<file path="src/rtl/mem_pkg.sv">
package mem_pkg;

	localparam int WORD_W = 32;  // Data word width
	localparam int ADDR_W = 32;  // Word address width

	// Cache controller states, one stall sequence per non-idle state
	typedef enum logic [2:0] {
		st_flush      = 3'd0,  // Sweeping valid bits clear after reset
		st_idle       = 3'd1,  // Idle or serving hits
		st_fill_inst  = 3'd2,  // Instruction miss
		st_fill_both  = 3'd3,  // Instruction miss, data miss follows
		st_fill_data  = 3'd4,  // Data miss
		st_write      = 3'd5,  // Data write-through
		st_write_inst = 3'd6   // Instruction miss, data write follows
	} cache_state_t;

endpackage

</file>
<file path="src/rtl/cache_controller.sv">
`timescale 1ns/100ps

module cache_controller #(
	parameter int INDEX_W = 6                                 // Cache index bits
) (
	input  logic                                clk,
	input  logic                                reset,
	input  logic                                ie,           // Instruction fetch level
	input  logic                                de,           // Data access level
	input  logic                                drw,          // Data write
	input  logic [mem_pkg::ADDR_W-1:0]          iaddr,
	input  logic [mem_pkg::ADDR_W-1:0]          daddr,
	input  logic [mem_pkg::WORD_W-1:0]          din,
	input  logic [mem_pkg::ADDR_W-INDEX_W:0]    inst_tag_q,   // Valid bit on top
	input  logic [mem_pkg::ADDR_W-INDEX_W:0]    data_tag_q,
	input  logic [mem_pkg::WORD_W-1:0]          inst_word_q,
	input  logic [mem_pkg::WORD_W-1:0]          data_word_q,
	output logic                                inst_wr,
	output logic                                data_wr,
	output logic [INDEX_W-1:0]                  inst_index,
	output logic [INDEX_W-1:0]                  data_index,
	output logic [mem_pkg::WORD_W-1:0]          inst_word_d,
	output logic [mem_pkg::WORD_W-1:0]          data_word_d,
	output logic [mem_pkg::ADDR_W-INDEX_W:0]    inst_tag_d,
	output logic [mem_pkg::ADDR_W-INDEX_W:0]    data_tag_d,
	output logic                                mem_req,      // One-cycle pulse
	output logic                                mem_we,
	output logic [mem_pkg::ADDR_W-1:0]          mem_addr,
	output logic [mem_pkg::WORD_W-1:0]          mem_wdata,
	input  logic                                mem_rdy,      // One-cycle pulse
	input  logic [mem_pkg::WORD_W-1:0]          mem_rdata,
	output logic [mem_pkg::WORD_W-1:0]          iout,
	output logic [mem_pkg::WORD_W-1:0]          dout,
	output logic                                cpu_stall
);

	localparam int TAG_W = mem_pkg::ADDR_W - INDEX_W;

	mem_pkg::cache_state_t state, next_state;
	logic [INDEX_W-1:0]    flush_cnt;      // Flush sweep index
	logic                  req_sent;       // Memory request of this phase is out
	logic                  wr_done;        // Write finished last cycle
	logic                  flushing;
	logic                  inst_phase;     // Memory busy for the instruction side
	logic                  data_phase;
	logic                  ihit, dhit;
	logic                  i_miss, d_miss, d_wr;

	assign ihit = inst_tag_q[TAG_W] &&
		(inst_tag_q[TAG_W-1:0] == iaddr[mem_pkg::ADDR_W-1:INDEX_W]);
	assign dhit = data_tag_q[TAG_W] &&
		(data_tag_q[TAG_W-1:0] == daddr[mem_pkg::ADDR_W-1:INDEX_W]);

	assign i_miss = ie && !ihit;
	assign d_miss = de && !drw && !dhit;   // Read miss only
	assign d_wr   = de && drw && !wr_done; // Every write goes through memory

	assign flushing   = state == mem_pkg::st_flush;
	assign inst_phase = state inside {mem_pkg::st_fill_inst, mem_pkg::st_fill_both,
		mem_pkg::st_write_inst};
	assign data_phase = state inside {mem_pkg::st_fill_data, mem_pkg::st_write};

	always_comb begin
		next_state = state;
		unique case (state)
			mem_pkg::st_flush:
				if (flush_cnt == '1)
					next_state = mem_pkg::st_idle;
			mem_pkg::st_idle:
				if (i_miss && d_wr)
					next_state = mem_pkg::st_write_inst;  // Fetch first, then write
				else if (i_miss && d_miss)
					next_state = mem_pkg::st_fill_both;
				else if (i_miss)
					next_state = mem_pkg::st_fill_inst;
				else if (d_wr)
					next_state = mem_pkg::st_write;
				else if (d_miss)
					next_state = mem_pkg::st_fill_data;
			mem_pkg::st_fill_both:
				if (mem_rdy)
					next_state = mem_pkg::st_fill_data;
			mem_pkg::st_write_inst:
				if (mem_rdy)
					next_state = mem_pkg::st_write;
			default:                                      // Last sequence of an operation
				if (mem_rdy)
					next_state = mem_pkg::st_idle;
		endcase
	end

	always_ff @(posedge clk) begin
		if (reset) begin
			state     <= mem_pkg::st_flush;
			flush_cnt <= '0;
			req_sent  <= 1'b0;
			wr_done   <= 1'b0;
		end else begin
			state <= next_state;
			if (flushing)
				flush_cnt <= flush_cnt + 1'b1;
			if (mem_rdy)
				req_sent <= 1'b0;                         // Next phase issues afresh
			else if (mem_req)
				req_sent <= 1'b1;
			wr_done <= (state == mem_pkg::st_write) && mem_rdy;
		end
	end

	// Array side, flush writes invalid tags through both caches
	assign inst_wr     = flushing || (inst_phase && mem_rdy);
	assign data_wr     = flushing || (data_phase && mem_rdy);
	assign inst_index  = flushing ? flush_cnt : iaddr[INDEX_W-1:0];
	assign data_index  = flushing ? flush_cnt : daddr[INDEX_W-1:0];
	assign inst_word_d = mem_rdata;
	assign data_word_d = (state == mem_pkg::st_write) ? din : mem_rdata;  // Allocate on write
	assign inst_tag_d  = flushing ? '0 : {1'b1, iaddr[mem_pkg::ADDR_W-1:INDEX_W]};
	assign data_tag_d  = flushing ? '0 : {1'b1, daddr[mem_pkg::ADDR_W-1:INDEX_W]};

	// Memory side
	assign mem_req   = (inst_phase || data_phase) && !req_sent;
	assign mem_we    = state == mem_pkg::st_write;
	assign mem_addr  = data_phase ? daddr : iaddr;
	assign mem_wdata = din;

	assign iout      = inst_word_q;
	assign dout      = data_word_q;
	assign cpu_stall = (state != mem_pkg::st_idle) || i_miss || d_miss || d_wr;

	// A hit read touches no array and keeps the controller idle
	assert property (@(posedge clk) disable iff (reset)
		(state == mem_pkg::st_idle && (ie || de) && !drw && !cpu_stall)
			|-> (!inst_wr && !data_wr) ##1 (state == mem_pkg::st_idle));

	assert property (@(posedge clk) disable iff (reset)
		(state != mem_pkg::st_idle) |-> cpu_stall);

endmodule

</file>
<file path="config.mk">
export PLATFORM = sky130hd
export DESIGN_NAME = cache_controller
export DESIGN_NICKNAME = d
export VERILOG_FILES = /design/src/rtl/mem_pkg.sv /design/src/rtl/cache_controller.sv
export SDC_FILE = /design/constraint.sdc
export NUM_CORES = 1
export LEC_CHECK = 0
export BUFFER_PORTS_ARGS = -buffer_cell sky130_fd_sc_hd__buf_2
export CORE_AREA = 2 2 200 202
export CTS_CLUSTER_SIZE = 20
export DETAILED_ROUTE_END_ITERATION = 10
export DIE_AREA = 0 0 202 204
export SYNTH_ARGS = -nofsm -noshare
export SYNTH_HDL_FRONTEND = slang
export SYNTH_SLANG_ARGS = --single-unit
</file>
<file path="constraint.sdc">
create_clock -name clk -period 2.5 [get_ports clk]
set_input_delay 0.125 -clock clk [delete_from_list [all_inputs] [get_ports clk]]
set_output_delay 0.125 -clock clk [all_outputs]
set_load 0.005 [all_outputs]
</file>
Word-level counts from Yosys, hierarchy flattened
Index checks and enable logic that the tools add are counted.
{"block": "totals", "ff_bits": 11, "ramBits": 0, "output_inout_bits": 263, "elab_cells": 65, "latchBits": 0, "in_bits": 252, "rom_bits": 0, "mem_count": 0}
{"block": "op_classes", "mux": 16, "n_lt_le_gt_ge": 0, "reduce_logical": 30, "bitwise": 0, "n_mul": 0, "n_eq_ne": 14, "shifts": 0, "addsub": 1, "div_mod_pow": 0}
{"cell": "$mux 32", "n": 2}
{"cell": "$mux 27", "n": 2}
{"cell": "$eq 26x26->1", "n": 2}
{"cell": "$mux 3", "n": 9}
{"cell": "$logic_and 1x1->1", "n": 13}
{"cell": "$mux 6", "n": 2}
{"cell": "$pmux 3 s4", "n": 1}
{"cell": "$eq 3x3->1 const B", "n": 3}
{"cell": "$add 6x1->6 const B", "n": 1}
{"cell": "$eq 3x2->1 const B", "n": 2}
{"cell": "$eq 6x6->1 const B", "n": 1}
{"cell": "$logic_or 1x1->1", "n": 6}
{"cell": "$ne 6x6->1 const B", "n": 1}
{"cell": "$reduce_bool 3->1", "n": 2}
{"cell": "$logic_not 1->1", "n": 5}
{"cell": "$reduce_and 5->1", "n": 1}
{"cell": "$ne 2x2->1 const B", "n": 2}
{"cell": "$eq 3x1->1 const B", "n": 1}
{"cell": "$logic_not 3->1", "n": 1}
{"cell": "$ne 3x1->1 const B", "n": 1}
{"cell": "$ne 2x1->1 const B", "n": 1}
{"cell": "$reduce_bool 2->1", "n": 1}
{"cell": "$reduce_or 2->1", "n": 1}

Longest topological paths before layout
{"block": "logic_depth", "depth_word": 10, "ltp_mapped": 7, "ltp_nobuf": 7}

Worst setup path after synthesis
Ideal clock, no wire load.
{"block": "synth_path", "path_kind": "in2reg", "from": "input port iaddr[16] in the netlist's numbering", "to": "register state[0]", "path_stages": 7, "arrival_ns": 2.124, "required_ns": 2.421, "setup_ns": 0.079, "n_path_buf": 0, "setup_slack_ns": 0.297, "path_cell_list": "xnor2_1 nand4_1 or4_4 o41ai_4 or4b_4 o311a_1 a211oi_2"}
{"block": "synth_between", "elab_chain_cells": 8, "word_cells_on_any_way": 12, "classes_between": "2 x eq/ne; 4 x mux; 6 x reduce/logical"}
{"item": "from (decl)", "line": "cache_controller.sv:11", "source": "input logic [mem_pkg::ADDR_W-1:0] iaddr,"}
{"item": "$eq 26x26->1 *", "line": "cache_controller.sv:50", "source": "(inst_tag_q[TAG_W-1:0] == iaddr[mem_pkg::ADDR_W-1:INDEX_W]);"}
{"item": "$logic_and 1x1->1 *", "line": "cache_controller.sv:49", "source": "assign ihit = inst_tag_q[TAG_W] &&"}
{"item": "$logic_not 1->1 *", "line": "cache_controller.sv:54", "source": "assign i_miss = ie && !ihit;"}
{"item": "$logic_and 1x1->1 *", "line": "cache_controller.sv:54"}
{"item": "$mux 3 or $logic_and 1x1->1 (tied branches)", "line": "cache_controller.sv:74, cache_controller.sv:72"}
{"item": "$mux 3", "line": "cache_controller.sv:72", "source": "else if (i_miss && d_miss)"}
{"item": "$mux 3", "line": "cache_controller.sv:70", "source": "if (i_miss && d_wr)"}
{"item": "$pmux 3 s4", "line": "cache_controller.sv:65", "source": "unique case (state)"}
{"item": "to (signal assigned)", "line": "cache_controller.sv:94", "source": "state <= mem_pkg::st_flush;"}
{"item": "to (signal assigned)", "line": "cache_controller.sv:99", "source": "state <= next_state;"}
{"item": "to (decl)", "line": "cache_controller.sv:39", "source": "mem_pkg::cache_state_t state, next_state;"}
Mark *: on every way between the ends. The rest lies on a longest branch, timed or not.
A chain may end at the register's enable or synchronous reset.

Final worst setup path
{"block": "layout_path", "from": "input port iaddr[23] in the netlist's numbering", "to": "output port cpu_stall"}
{"block": "layout_between", "elab_chain_cells": 7}
{"item": "$eq 26x26->1", "line": "cache_controller.sv:50"}
{"item": "$logic_and 1x1->1", "line": "cache_controller.sv:49"}
{"item": "$logic_not 1->1", "line": "cache_controller.sv:54"}
{"item": "$logic_and 1x1->1", "line": "cache_controller.sv:54"}
{"item": "$logic_or 1x1->1 (3 in series)", "line": "cache_controller.sv:128", "source": "assign cpu_stall = (state != mem_pkg::st_idle) || i_miss || d_miss || d_wr;"}
{"item": "to (decl)", "line": "cache_controller.sv:34", "source": "output logic cpu_stall"}
No other way between the ends.

==> impl_metrics.py <==
metrics = {
    "power": {
        "p_leak_nw": 2.52,
        "power.density_nw_per_um2": 212,
        "ir_drop_v": 0.000176,
    },
    "drt": {
        "routed_via_density": 3.19,
        "drt-initial-drc-count": 215,
        "num_vias": 3874,
        "ant_nets": 0,
        "routed_wl_mm": 17.7,
        "drt-pass1-iter-count": 4,
        "drc_errors": 0,
        "wl_per_cell_um": 14.6,
    },
    "setup_path": {
        "cp_slowest_cell": "or4_4",
        "startpoint_type": "input pin",
        "crit_chain": "buf_2 -> xnor2_1 -> buf_4 -> nand4_1 -> or4_4 -> o41ai_4 -> or4b_4 -> buf_2",
        "worstPathArrival_ns": 2.20,
        "critPathBufInv": 3,
        "required_ns": 2.38,
        "crit_top_cell": "buf_2",
        "cp_top_family": "simple AND/OR/NAND/NOR gates",
        "endpoint_kind": "output port",
        "crit_fanout": 4,
        "path_class": "input pin to output port",
        "max_stage_delay_ns": 0.56,
    },
    "sta": {
        "fin_tns_setup_ns": 0,
        "min_period_ns": 2.32,
        "rsz0062_at_grt": "no",
        "final-setup-viol-count": 0,
        "fin_crit_sh_pct": 92.8,
        "max_freq_mhz": 431,
        "worst_slew_pin_slew_ns": 0.845,
        "whs_ns": 0.114,
        "hold_viol": 0,
        "drv_slew": 0,
        "slew_headroom_pct": 43.6,
        "fin_skew_ns": 0.000707,
    },
    "cts": {
        "clkLatencyLatePin_ns": 0.23,
        "clkTransAtPathRegs_ns": 0.04,
        "cts_buffers": 3,
        "ctsHoldBuffers": 0,
        "clk_path_buf_depth": 2,
        "cts_tree": "yes",
        "cts_resized": 0,
        "cts_setup_buffers": 0,
        "clockRootBuffer": "clkbuf_16",
        "cts_max_level": 1,
        "cts.sinks": 11,
    },
    "place": {
        "port_buffers": 386,
        "dpl_cell_area_um2": 4990,
        "dp_cells": 1206,
        "routabilityCongestion": 0.941,
        "dpl.hpwl_mm": 15.6,
    },
    "global_routing": {
        "grt_max_degree": 64,
        "grt_pass1_vias": 3518,
        "busiest_layer": "met2",
        "gr-usage-met1_pct": 8.90,
        "met3_usage_pct": 2.66,
        "grt_overflow_total": 0,
        "grtUsageMet2_pct": 12.8,
        "grt_usage_pct": 7.72,
        "grt_antenna_before_repair": 5,
        "grt_pass1_wl_mm": 23.0,
    },
    "synth": {
        "synth_xor_area_share_pct": 14.7,
        "yosysTopAreaCell": "buf_4",
        "syn_nets": 684,
        "synth_cell_type_count": 32,
        "synth.area.top_cells": "buf_4, mux2_2, xnor2_1",
        "synth-compound-area-share_pct": 4.01,
        "muxShareOfSynthArea_pct": 21.9,
        "syn_area_per_cell_um2": 7.75,
        "yosys_warnings": 0,
        "synth-simple-area-share_pct": 21.0,
        "yosys.area.top_type_share_pct": 29.0,
        "netlist_instances": 431,
        "seq_area_frac_synth_pct": 6.59,
        "syn_area_um2": 3340,
        "synth-adder-area-share_pct": 0.375,
        "ys_seq_elements": 11,
        "synth_top_family_by_area": "buffers and inverters",
    },
    "die": {
        "ios": 515,
        "rows": 73,
        "fp.coreArea_um2": 39200,
        "start_util_pct": 8.53,
        "die_h_um": 204,
        "dieArea_um2": 41200,
        "die_w_um": 202,
    },
    "hold_path": {
        "hold_path.class": "input pin to flip-flop",
    },
    "flow_run": {
        "drv_cap": 0,
    },
    "final_layout": {
        "synthToLayoutAreaGrowth_pct": 52.0,
        "layout.cells.non_filler": 1213,
        "postLayoutCellArea_um2": 5080,
        "fill_cells": 4534,
        "nNetsFinal": 939,
        "drive_above_1_share_pct": 68.8,
    },
    "status": {
        "outcome": "complete, no violations",
    },
}
metal layers:
layer	vias to the layer above	part of all wire (%)	wire (um)
li1	1806	-	-
met3	67	12	2070
met5	-	0.074	13
met2	268	46	8200
met4	2	4.1	730
met1	1731	38	6660
synth_stat cells (all sizes together):
library cell and number:
a21o 1, or2 1, or4 1, mux2 64, o41ai 1, nor3 4
clkbuf 14, nand2b 2, nand4 14, nand2 38, inv 5, or3 1
and3 2, o311ai 1, nor2b 53, dfxtp 11, a21oi 5, or4b 1
a211oi 1, xor2 3, ha 1, nor2 8, o2bb2ai 1, o21ai 6
mux2i 1, nand3 3, xnor2 53, nor4 2, o311a 1, buf 132
logic make-up (layout without fill, tap and decap cells):
logic type	after synthesis	count (layout)
buffers and inverters	151	405
and+or+nand+nor	130	130
muxes	65	65
xor gates and xnor gates	56	56
AOI/OAI and AO/OA	17	17
DFF	11	11
adders and majority gates	1	1
other	0	3
per-stage QoR:
| stage | util [%] | total power (W) | worst slack [ns] |
|---|---|---|---|
| 5_1_grt | 13.0 | 0.00115 | 0.0357 |
| 6_report | 13.0 | 0.00108 | 0.180 |
| 2_1_floorplan | - | 0.000551 | 0.297 |
| 3_5_place_dp | 12.7 | 0.000797 | -0.136 |
| 4_1_cts | 12.9 | 0.00110 | 0.0850 |
| 3_3_place_gp | 12.7 | 0.000789 | -0.0574 |
final timing paths:
path	start	endpoint	slack, ns	cells after the start
worst max register to register	state[2]	flush_cnt[5]	0.70	5
worst min register to register	req_sent	req_sent	0.49	2
worst min-delay path	mem_rdy	req_sent	0.11	2
worst max-delay path	iaddr[23]	cpu_stall	0.18	8
registers in the layout (all words and copies together) (netlist names):
| name | flops |
|---|---|
| wr_done | 1 |
| state | 3 |
| req_sent | 1 |
| flush_cnt | 6 |
power by group:
part | total (W) | internal (W) | switching, W | leakage, nW
clock | 0.000289 | 0.000214 | 0.0000754 | 0.0382
sequential | 0.000189 | 0.000182 | 0.00000719 | 0.0892
combinational | 0.000600 | 0.000325 | 0.000275 | 2.40
final cells by class:
cell class	instances	area [um^2]	share of cell area (%)
clock buffers	4	78.8	1.55
flip-flops and latches	11	220	4.34
repair buffers	396	2020	39.8
diodes	3	7.51	0.148
inverters	5	18.8	0.370
well taps	525	657	12.9
multi-input cells	269	2080	40.9
placed cells by master, fill, tap and decap left out, types with 4 or more instances in the layout:
| master | n |
|---|---|
| nand4_1 | 14 |
| a21oi_1 | 4 |
| xnor2_1 | 53 |
| nor2_1 | 8 |
| dfxtp_1 | 11 |
| nand2_1 | 38 |
| buf_4 | 9 |
| mux2_2 | 64 |
| o21ai_0 | 6 |
| inv_1 | 5 |
| nor2b_1 | 53 |
| buf_2 | 386 |
worst reg2reg max path: stages, from the launching register on:
cell,delay (ns)
dfxtp_1,0.37
nor3_2,0.29
buf_12,0.28
nand4_1,0.30
or3_1,0.35
a21oi_1,0.14
Power figures use the tool's default switching activity.
